$ cat config.mk
export PLATFORM = sky130hd
export DESIGN_NAME = uart_echo_top
export DESIGN_NICKNAME = d
export VERILOG_FILES = /design/src/uart_pkg.sv /design/src/uart_byte_fifo.sv /design/src/uart_echo_top.sv /design/src/uart_rx.sv /design/src/uart_tx.sv
export SDC_FILE = /design/constraint.sdc
export NUM_CORES = 1
export LEC_CHECK = 0
export ABC_AREA = 1
export BUFFER_PORTS_ARGS = -buffer_cell sky130_fd_sc_hd__buf_4
export CAP_MARGIN = 15
export CORE_AREA = 2 2 135 137
export DETAILED_ROUTE_END_ITERATION = 10
export DIE_AREA = 0 0 137 139
export PLACE_DENSITY_LB_ADDON = 0.12
export SLEW_MARGIN = 10
export SYNTH_ARGS = -nofsm -noshare
export SYNTH_HDL_FRONTEND = slang
export SYNTH_HIERARCHICAL = 1
export SYNTH_SLANG_ARGS = --single-unit
$ cat constraint.sdc
create_clock -name clk -period 2.7 [get_ports clk]
set_clock_uncertainty 0.2 [all_clocks]
set_input_delay 0.135 -clock clk [delete_from_list [all_inputs] [get_ports clk]]
set_output_delay 0.135 -clock clk [all_outputs]
set_load 0.01 [all_outputs]
$ cat src/uart_pkg.sv
`default_nettype none

package uart_pkg;

    // One data byte of a serial frame
    typedef logic [7:0] byte_t;

    // What the receiver reports for each frame
    typedef struct packed {
        byte_t data;
        logic  frame_err;
    } rx_result_t;

    typedef enum logic [1:0] {
        RX_IDLE,
        RX_START,
        RX_DATA,
        RX_STOP
    } rx_state_t;

    typedef enum logic [1:0] {
        TX_IDLE,
        TX_START,
        TX_DATA,
        TX_STOP
    } tx_state_t;

endpackage : uart_pkg

`default_nettype wire

$ cat src/uart_byte_fifo.sv
`default_nettype none

module uart_byte_fifo #(
    parameter int FIFO_DEPTH = 16
) (
    input  logic            clk,
    input  logic            rstn,
    input  logic            push,
    input  uart_pkg::byte_t wr_data,
    input  logic            pop,
    output uart_pkg::byte_t rd_data,
    output logic            empty,
    output logic            overflow
);

    import uart_pkg::*;

    localparam int ADDR_W = $clog2(FIFO_DEPTH);

    // Extra MSB tells full from empty
    typedef logic [ADDR_W:0] ptr_t;

    byte_t mem [FIFO_DEPTH];
    ptr_t  wr_ptr;
    ptr_t  rd_ptr;
    logic  full;
    logic  do_push;
    logic  do_pop;

    assign empty = (wr_ptr == rd_ptr);
    assign full  = (wr_ptr[ADDR_W] != rd_ptr[ADDR_W]) &&
                   (wr_ptr[ADDR_W-1:0] == rd_ptr[ADDR_W-1:0]);

    assign do_pop  = pop && !empty;
    // A pop in the same cycle frees the slot
    assign do_push = push && (!full || do_pop);

    assign rd_data = mem[rd_ptr[ADDR_W-1:0]];

    always_ff @(posedge clk or negedge rstn) begin
        if (!rstn) begin
            wr_ptr   <= '0;
            rd_ptr   <= '0;
            overflow <= 1'b0;
        end else begin
            if (do_push) begin
                wr_ptr <= wr_ptr + ptr_t'(1);
            end
            if (do_pop) begin
                rd_ptr <= rd_ptr + ptr_t'(1);
            end
            overflow <= push && !do_push;
        end
    end

    always_ff @(posedge clk) begin
        if (do_push) begin
            mem[wr_ptr[ADDR_W-1:0]] <= wr_data;
        end
    end

    // Transmitter must only fetch a byte that is there
    a_no_pop_empty : assert property (
        @(posedge clk) disable iff (!rstn)
        pop |-> !empty
    );

endmodule : uart_byte_fifo

`default_nettype wire

$ cat src/uart_echo_top.sv
`default_nettype none

module uart_echo_top #(
    parameter int CLKS_PER_BIT = 434,
    parameter int FIFO_DEPTH   = 16
) (
    input  logic                 clk,
    input  logic                 rstn,
    input  logic                 rx,
    input  logic                 tx_hold,
    output logic                 tx,
    output logic                 rx_valid,
    output uart_pkg::rx_result_t rx_result,
    output logic                 overflow
);

    import uart_pkg::*;

    logic  fifo_push;
    logic  fifo_pop;
    logic  fifo_empty;
    byte_t fifo_rd_data;

    uart_rx #(
        .CLKS_PER_BIT(CLKS_PER_BIT)
    ) uart_rx_inst (
        .clk      (clk),
        .rstn     (rstn),
        .rx       (rx),
        .rx_valid (rx_valid),
        .rx_result(rx_result)
    );

    // Bytes with a bad stop bit are reported but never echoed
    assign fifo_push = rx_valid && !rx_result.frame_err;

    uart_byte_fifo #(
        .FIFO_DEPTH(FIFO_DEPTH)
    ) uart_byte_fifo_inst (
        .clk     (clk),
        .rstn    (rstn),
        .push    (fifo_push),
        .wr_data (rx_result.data),
        .pop     (fifo_pop),
        .rd_data (fifo_rd_data),
        .empty   (fifo_empty),
        .overflow(overflow)
    );

    uart_tx #(
        .CLKS_PER_BIT(CLKS_PER_BIT)
    ) uart_tx_inst (
        .clk    (clk),
        .rstn   (rstn),
        .empty  (fifo_empty),
        .rd_data(fifo_rd_data),
        .tx_hold(tx_hold),
        .pop    (fifo_pop),
        .tx     (tx)
    );

endmodule : uart_echo_top

`default_nettype wire

$ cat src/uart_rx.sv
`default_nettype none

module uart_rx #(
    parameter int CLKS_PER_BIT = 434
) (
    input  logic                 clk,
    input  logic                 rstn,
    input  logic                 rx,
    output logic                 rx_valid,
    output uart_pkg::rx_result_t rx_result
);

    import uart_pkg::*;

    localparam int CNT_W    = $clog2(CLKS_PER_BIT);
    localparam int HALF_BIT = CLKS_PER_BIT / 2;

    typedef logic [CNT_W-1:0] bit_cnt_t;

    logic [2:0] rx_sync_q;
    logic       rx_s;
    logic       start_edge;
    rx_state_t  state;
    bit_cnt_t   bit_cnt;
    logic [2:0] bit_idx;
    byte_t      shift_q;
    logic       half_end;
    logic       bit_end;

    // Two sync flops, third stage only for edge detect
    always_ff @(posedge clk or negedge rstn) begin
        if (!rstn) begin
            rx_sync_q <= 3'b111;
        end else begin
            rx_sync_q <= {rx_sync_q[1:0], rx};
        end
    end

    assign rx_s       = rx_sync_q[1];
    assign start_edge = rx_sync_q[2] & ~rx_sync_q[1];

    assign half_end = (bit_cnt == bit_cnt_t'(HALF_BIT - 1));
    assign bit_end  = (bit_cnt == bit_cnt_t'(CLKS_PER_BIT - 1));

    always_ff @(posedge clk or negedge rstn) begin
        if (!rstn) begin
            state    <= RX_IDLE;
            bit_cnt  <= '0;
            bit_idx  <= '0;
            rx_valid <= 1'b0;
        end else begin
            rx_valid <= 1'b0;
            case (state)
                RX_IDLE: begin
                    bit_cnt <= '0;
                    bit_idx <= '0;
                    if (start_edge) begin
                        state <= RX_START;
                    end
                end
                RX_START: begin
                    if (half_end) begin
                        bit_cnt <= '0;
                        // Line back high at mid-bit means a glitch
                        state   <= rx_s ? RX_IDLE : RX_DATA;
                    end else begin
                        bit_cnt <= bit_cnt + bit_cnt_t'(1);
                    end
                end
                RX_DATA: begin
                    if (bit_end) begin
                        bit_cnt <= '0;
                        bit_idx <= bit_idx + 3'd1;
                        if (bit_idx == 3'd7) begin
                            state <= RX_STOP;
                        end
                    end else begin
                        bit_cnt <= bit_cnt + bit_cnt_t'(1);
                    end
                end
                RX_STOP: begin
                    if (bit_end) begin
                        bit_cnt  <= '0;
                        state    <= RX_IDLE;
                        rx_valid <= 1'b1;
                    end else begin
                        bit_cnt <= bit_cnt + bit_cnt_t'(1);
                    end
                end
                default: begin
                    state <= RX_IDLE;
                end
            endcase
        end
    end

    // LSB arrives first, so shift in from the top
    always_ff @(posedge clk) begin
        if (state == RX_DATA && bit_end) begin
            shift_q <= {rx_s, shift_q[7:1]};
        end
        if (state == RX_STOP && bit_end) begin
            rx_result.data      <= shift_q;
            rx_result.frame_err <= ~rx_s;
        end
    end

    a_valid_single : assert property (
        @(posedge clk) disable iff (!rstn)
        rx_valid |=> !rx_valid
    );

    a_valid_after_stop : assert property (
        @(posedge clk) disable iff (!rstn)
        rx_valid |-> ($past(state) == RX_STOP && state == RX_IDLE)
    );

endmodule : uart_rx

`default_nettype wire

$ cat src/uart_tx.sv
`default_nettype none

module uart_tx #(
    parameter int CLKS_PER_BIT = 434
) (
    input  logic            clk,
    input  logic            rstn,
    input  logic            empty,
    input  uart_pkg::byte_t rd_data,
    input  logic            tx_hold,
    output logic            pop,
    output logic            tx
);

    import uart_pkg::*;

    localparam int CNT_W = $clog2(CLKS_PER_BIT);

    typedef logic [CNT_W-1:0] bit_cnt_t;

    tx_state_t  state;
    bit_cnt_t   bit_cnt;
    logic [2:0] bit_idx;
    byte_t      shift_q;
    logic       bit_end;
    logic       stop_end;
    logic       next_bit;

    // Hold only matters between frames
    assign pop = (state == TX_IDLE) && !empty && !tx_hold;

    assign bit_end = (bit_cnt == bit_cnt_t'(CLKS_PER_BIT - 1));
    // Last stop cycle is the IDLE cycle that may pop
    assign stop_end = (bit_cnt == bit_cnt_t'(CLKS_PER_BIT - 2));

    assign next_bit = bit_end &&
                      (state == TX_START || (state == TX_DATA && bit_idx != 3'd7));

    always_ff @(posedge clk or negedge rstn) begin
        if (!rstn) begin
            state   <= TX_IDLE;
            bit_cnt <= '0;
            bit_idx <= '0;
            tx      <= 1'b1;
        end else begin
            case (state)
                TX_IDLE: begin
                    bit_cnt <= '0;
                    bit_idx <= '0;
                    tx      <= 1'b1;
                    if (pop) begin
                        state <= TX_START;
                        tx    <= 1'b0;
                    end
                end
                TX_START: begin
                    if (bit_end) begin
                        bit_cnt <= '0;
                        state   <= TX_DATA;
                        tx      <= shift_q[0];
                    end else begin
                        bit_cnt <= bit_cnt + bit_cnt_t'(1);
                    end
                end
                TX_DATA: begin
                    if (bit_end) begin
                        bit_cnt <= '0;
                        if (bit_idx == 3'd7) begin
                            state <= TX_STOP;
                            tx    <= 1'b1;
                        end else begin
                            bit_idx <= bit_idx + 3'd1;
                            tx      <= shift_q[0];
                        end
                    end else begin
                        bit_cnt <= bit_cnt + bit_cnt_t'(1);
                    end
                end
                TX_STOP: begin
                    if (stop_end) begin
                        bit_cnt <= '0;
                        state   <= TX_IDLE;
                    end else begin
                        bit_cnt <= bit_cnt + bit_cnt_t'(1);
                    end
                end
                default: begin
                    state <= TX_IDLE;
                end
            endcase
        end
    end

    always_ff @(posedge clk) begin
        if (pop) begin
            shift_q <= rd_data;
        end else if (next_bit) begin
            shift_q <= shift_q >> 1;
        end
    end

    a_line_high : assert property (
        @(posedge clk) disable iff (!rstn)
        (state == TX_IDLE || state == TX_STOP) |-> tx
    );

    a_pop_starts_frame : assert property (
        @(posedge clk) disable iff (!rstn)
        pop |-> (state == TX_IDLE) ##1 (state == TX_START && !tx)
    );

endmodule : uart_tx

`default_nettype wire

Word level (Yosys, flattened, before mapping)
Memory sizes are Yosys's and may differ from the RTL's.
Cells that the tools add are included.
- add/sub/neg operators: 6
- equality and inequality tests: 27
- muxes and demuxes: 35
- bitwise operators: 2
- reduce and logical (&&, ||, !) cells: 31
- operators by type and width (operator ; count):
    one-hot mux 9 bit (3 select lines) ; 2
    two-way mux 9 bit ; 4
    == test 9 bit, second input constant ; 3
    two-way mux 2 bit ; 11
    adder 9 x 1 -> 9 bit, second input constant ; 2
    two-way mux 8 bit ; 2
    inequality test 2 x 1 -> 1 bit, second input constant ; 8
    one-hot mux 2 bit (4 select lines) ; 2
    one-hot mux 3 bit (2 select lines) ; 2
    logical AND 1 bit ; 11
    adder 5 x 1 -> 5 bit, second input constant ; 2
    AND reduction 5 bit ; 2
    == test 9 x 8 -> 1 bit, second input constant ; 1
    two-way mux 3 bit ; 3
    == test 2 bit, second input constant ; 4
    two-way mux 1 bit ; 8
    adder 3 x 1 -> 3 bit, second input constant ; 2
    == test 3 bit, second input constant ; 2
    inequality test 2 bit, second input constant ; 3
    AND reduction 3 bit ; 2
    nonzero test 2 bit ; 3
    == test 5 bit ; 1
    logical NOT 1 bit ; 5
    == test 2 x 1 -> 1 bit, second input constant ; 2
    11 further kinds ; 14
- flip-flop bits (word level): 69
- RAM bits: 128
- output and inout bits: 12
- logic and storage cells: 118
- memories kept: 1
- memories (name ; depth ; width ; rd ports ; clocked after Yosys merged registers in ; wr ports ; RTL line ; source):
    uart_byte_fifo_inst.mem ; 16 ; 8 ; 1 ; 0 ; 1 ; uart_byte_fifo.sv:23 ; byte_t mem [FIFO_DEPTH];

Logic depth before layout (Yosys ltp)
- word-level depth: 9
- depth in mapped cells: 16
- depth with buffers taken out: 14

Hierarchy
The synthesis kept the hierarchy.
- modules (own cells, without submodules) (module ; times used ; cells an instance ; area each (sq um)):
    uart_byte_fifo ; 1 ; 564 ; 5972.0
    uart_rx ; 1 ; 118 ; 1450.1
    uart_tx ; 1 ; 148 ; 1276.2
    uart_echo_top ; 1 ; 2 ; 10.0

Worst setup path after synthesis
Ideal clock, no wire load.
- path kind: reg-to-reg
- from: register uart_byte_fifo_inst.rd_ptr[1]
- to: memory uart_byte_fifo_inst/mem[12][0] (netlist name), enable pin
- arrival: 2111 ps
- setup slack: 19 ps
- stages on the path, launching flop included: 16
- path buffers: 2
- clock period less this slack: 2681 ps
- cells stage by stage: dfrtp_1 -> buf_4 -> inv_2 -> nand2_1 -> nand2_1 -> nor2_2 -> nand3_2 -> inv_1 -> nor2_1 -> nand2_1 -> clkinv_1 -> nor2_1 -> nand3_4 -> nand2_2 -> buf_4 -> nor2_1
- word-level cells in the longest chain between the ends: 9
- elaborated cells between the ends (all ways): 12
- classes of those cells: eq/ne (2); mux (2); reduce/logical (8)
- RTL lines (what ; RTL line ; source):
    from (decl) ; uart_byte_fifo.sv:25 ; ptr_t rd_ptr;
    from (signal assigned) ; uart_byte_fifo.sv:50 ; rd_ptr <= rd_ptr + ptr_t'(1);
    == test 5 bit ; uart_byte_fifo.sv:30 ; assign empty = (wr_ptr == rd_ptr);
    net fifo_empty ; uart_echo_top.sv:21 ; logic fifo_empty;
    logical NOT 1 bit ; uart_tx.sv:30 ; assign pop = (state == TX_IDLE) && !empty && !tx_hold;
    logical AND 1 bit (2 in series) ; uart_tx.sv:30 ;
    net fifo_pop ; uart_echo_top.sv:20 ; logic fifo_pop;
    logical AND 1 bit ; uart_byte_fifo.sv:34 ; assign do_pop = pop && !empty;
    logical OR 1 bit ; uart_byte_fifo.sv:36 ; assign do_push = push && (!full || do_pop);
    logical AND 1 bit ; uart_byte_fifo.sv:36 ;
    two-way mux 1 bit ; uart_byte_fifo.sv:57 ; if (do_push) begin
    two-way mux 1 bit (implied by the code) ; uart_byte_fifo.sv:58 ; mem[wr_ptr[ADDR_W-1:0]] <= wr_data;
    to (decl) ; uart_byte_fifo.sv:23 ;
The timed path passes the listed nets, and every way through them passes these cells.

Final worst setup path
- from: register uart_byte_fifo_inst.wr_ptr[1]
- to: memory uart_byte_fifo_inst/mem[0][3] (netlist name), enable pin
- word-level cells in the longest chain between the ends: 9
- elaborated cells between the ends (all ways): 12
- classes of those cells: eq/ne (2); mux (2); reduce/logical (8)
- RTL lines (what ; RTL line ; source):
    from (decl) ; uart_byte_fifo.sv:24 ; ptr_t wr_ptr;
    from (signal assigned) ; uart_byte_fifo.sv:47 ; wr_ptr <= wr_ptr + ptr_t'(1);
    == test 5 bit ; uart_byte_fifo.sv:30 ;
    net fifo_empty ; uart_echo_top.sv:21 ;
    logical NOT 1 bit ; uart_tx.sv:30 ;
    logical AND 1 bit (2 in series) ; uart_tx.sv:30 ;
    net fifo_pop ; uart_echo_top.sv:20 ;
    logical AND 1 bit ; uart_byte_fifo.sv:34 ;
    logical OR 1 bit ; uart_byte_fifo.sv:36 ;
    logical AND 1 bit ; uart_byte_fifo.sv:36 ;
    two-way mux 1 bit ; uart_byte_fifo.sv:57 ;
    two-way mux 1 bit (implied by the code) ; uart_byte_fifo.sv:58 ;
The timed path passes the listed nets, and every way through them passes these cells.

==> run_results.csv <==
group,metric,value,unit
timing,min_period,2.463,ns
place,place_hpwl,12260,um
drt,wirelength,18340,um
logic_synthesis,syn_nets,856,
global_route,grt_max_degree,66,
setup_path,path_class,"reg -> reg",
drt,drt_iter0_drc,527,
timing,rsz0062_at_grt,"no",
timing,fin_setup_tns,0,ns
layout,layout.cells.non_filler,1120,
timing,period_share,91.23,%
place,port_buffers,15,
clock_tree,clk_pin_slew,0.08,ns
setup_path,endpoint_kind,"flip-flop",
min_path,hold_path.class,"in -> reg",
logic_synthesis,synth.avg_cell_area,10.47,um2
logic_synthesis,netlist_top_cells_count,"228 x nand2_1, 153 x edfxtp_1, 131 x nor2_1, 58 x o21ai_0",
clock_tree,numCtsBuffers,17,
timing,setup_violations,0,
timing,max_clock_freq,0.4060,GHz
timing,hold_viol,0,
setup_path,crit_path_start_kind,"flip-flop",
power_and_ir_drop,leakage,3.959,nW
global_route,grtUsageTotal,20.71,%
clock_tree,htree_levels,4,
layout,drive_above_1_share,14.37,%
layout,area_delta_synth_final,13.86,%
clock_tree,cts_tree,"done",
global_route,grt_pass1_vias,5747,
timing,worstMarginPinSlew,0.8492,ns
logic_synthesis,syn_area,8708,um2
floorplanning,fp.dieH,139,um
logic_synthesis,synth_area_leader_cell,"edfxtp_1",
floorplanning,ioPinCount,16,
logic_synthesis,async_reset_ff_share,22.34,%
drt,drt-wirelength-per-cell,16.38,um
timing,relSlewSlack,43.39,%
logic_synthesis,yosys_warnings,6,
logic_synthesis,synth_edf_count,153,
logic_synthesis,synth-seq-cells,197,
floorplanning,coreArea,17660,um2
setup_path,worstPathMaxFanout,8,
global_route,antenna_found_initial,0,
logic_synthesis,synth.distinct_cells,36,
floorplanning,dieWidth,137,um
clock_tree,cts_sinks,197,
drt,num_vias,5818,
global_route,grt_pass1_wl,29750,um
logic_synthesis,yosysSeqAreaShare,65.46,%
logic_synthesis,synth_area_leaders,"edfxtp_1 53%, dfrtp_1 11%, nand2_1 9.8%",
logic_synthesis,yosysMostFrequentCell,"nand2_1",
place,dp.cells,1085,
setup_path,crit_required,2.70,ns
floorplanning,die-area,19040,um2
power_and_ir_drop,power_density,626.0,nW/um2
status,status,"completed",
drt,ant_nets,0,
layout,nets,902,
drt,viasPerCell,5.195,
clock_tree,cts-root-buf,"clkbuf_16",
clock_tree,clockBufferDepth,2,
logic_synthesis,synthCells,832,
timing,slew_viol_final,0,
power_and_ir_drop,vdd_drop_max,0.0004319,V
flow_run,maxCapViolations,0,
drt,remaining_drc_errors,0,
logic_synthesis,ys.flop_type,"edfxtp_1",
setup_path,crit_arrival,2.46,ns
layout,antenna_cells,0,
place,gp_congestion,0.8519,
global_route,overflow,0,
floorplanning,std_cell_rows,49,
clock_tree,clk_latency,0.44,ns
floorplanning,initial_utilization,49.32,%
drt,drtPass1Iterations,5,
logic_synthesis,synth_top_cell_area_share,52.76,%
==> area by class of cell <==
type / instances / area [um2]
flip-flops and latches: 197 / 5702
fillers: 1524 / 7741
well taps: 229 / 286.5
clock buffers: 17 / 425.4
inverters: 56 / 210.2
clock inverters: 15 / 221.5
repair buffers: 54 / 407.9
multi-input cells: 552 / 2663
==> where the power goes <==
part / switching (mW) / internal, mW
Combinational: 0.191 / 0.0878
Sequential: 0.0540 / 3.26
Clock: 1.32 / 1.30
==> cell families (layout without fill, tap and decap cells) <==
group                    Yosys count  after routing  synth area share [%]
adder cells (fa/ha/maj)           20             20                 2.874
flip-flops                       197            197                 65.46
multiplexers                       1              1                0.1724
buffers and inverters             83            142                 3.994
AO/OA/AOI/OAI                     74             74                 4.540
XOR/XNOR                          14             14                 1.408
AND/OR/NAND/NOR                  443            443                 21.55
==> registers in the layout, summed over array words and instances, names as in the netlist, named ones only <==
register and flops:
uart_tx_inst/bit_idx 3, uart_rx_inst/rx_result 9, uart_byte_fifo_inst/overflow 1, uart_rx_inst/shift_q 8
uart_rx_inst/state 1, uart_rx_inst/bit_cnt 9, uart_tx_inst/bit_cnt 9, uart_byte_fifo_inst/rd_ptr 5
uart_rx_inst/bit_idx 3, uart_tx_inst/shift_q 8, uart_rx_inst/rx_sync_q 3, uart_byte_fifo_inst/wr_ptr 5
uart_byte_fifo_inst/mem 128, uart_tx_inst/tx 1, uart_rx_inst/rx_valid 1, uart_tx_inst/state 2
==> through the flow <==
stage               setup WS, ns  cell area, um2  utilization, %  total power, mW  hold WS (ns)
floorplan                0.01891            8708               -            3.578       -0.3606
global placement          0.2814            9241           52.34            3.644      -0.03087
detailed placement        0.1727            9241           52.34            3.662      -0.02678
CTS                       0.1611            9908           56.12            6.255     0.0002047
global route             0.02393            9916           56.16            6.446       0.04787
finish                    0.2369            9916           56.16            6.207       0.01457
==> worst max-delay path, cell delays in order (launching register included) <==
cell and delay [ns]:
dfrtp_1 0.43, inv_1 0.11, nand2_1 0.06, nand2_1 0.06, nor2_2 0.17, nand3_2 0.11, inv_1 0.06, nor2_1 0.05
nand2_1 0.08, clkinv_1 0.09, nor2_2 0.16, nand3_4 0.13, nand2_2 0.09, buf_4 0.18, nor2_1 0.07, buf_4 0.18
==> cells in the final DEF, fill, tap and decap left out, types with 5 or more instances in the layout <==
cell       count
buf_4         51
clkbuf_16     17
clkinv_8       8
dfrtp_1       39
edfxtp_1     153
ha_1          20
inv_1         47
inv_2          6
nand2_1      228
nand2_2        8
nand3_1       47
nand4_1        7
nor2_1       130
nor2_2         5
o21ai_0       58
o21ai_1        7
xor2_1        11
==> layer usage <==
| metal | global-route usage, % | vias up | routed length, um |
|---|---|---|---|
| met2 | 32.23 | 156 | 8704 |
| met5 | 0 | - | 0 |
| met1 | 28.54 | 2780 | 8188 |
| met3 | 4.459 | 30 | 1023 |
| li1 | - | 2852 | - |
| met4 | 7.922 | 0 | 428 |
==> worst paths after layout <==
kind / slack (ns) / startpoint / end / cells past startpoint
max: 0.24 / uart_byte_fifo_inst/wr_ptr[1] / uart_byte_fifo_inst/mem[0][3] / 15
min: 0.01 / tx_hold / uart_tx_inst/state[1] / 6
max reg2reg: 0.24 / uart_byte_fifo_inst/wr_ptr[1] / uart_byte_fifo_inst/mem[0][3] / 15
min reg2reg: 0.16 / uart_rx_inst/rx_sync_q[0] / uart_rx_inst/rx_sync_q[1] / 0
max in group asynchronous: 1.86 / rstn / uart_byte_fifo_inst/rd_ptr[0] / 2
min in group asynchronous: 0.02 / rstn / uart_tx_inst/bit_cnt[0] / 2
==> what timing repair did <==
item / CTS / global route
resized for setup: 0 / 1
endpoints found under the setup margin: 0 / 21
setup buffers: 0 / 0
hold buffers: 2 / 0
endpoints found under the hold margin: 45 / 0
Note: power is estimated with default switching activity, not from simulation.
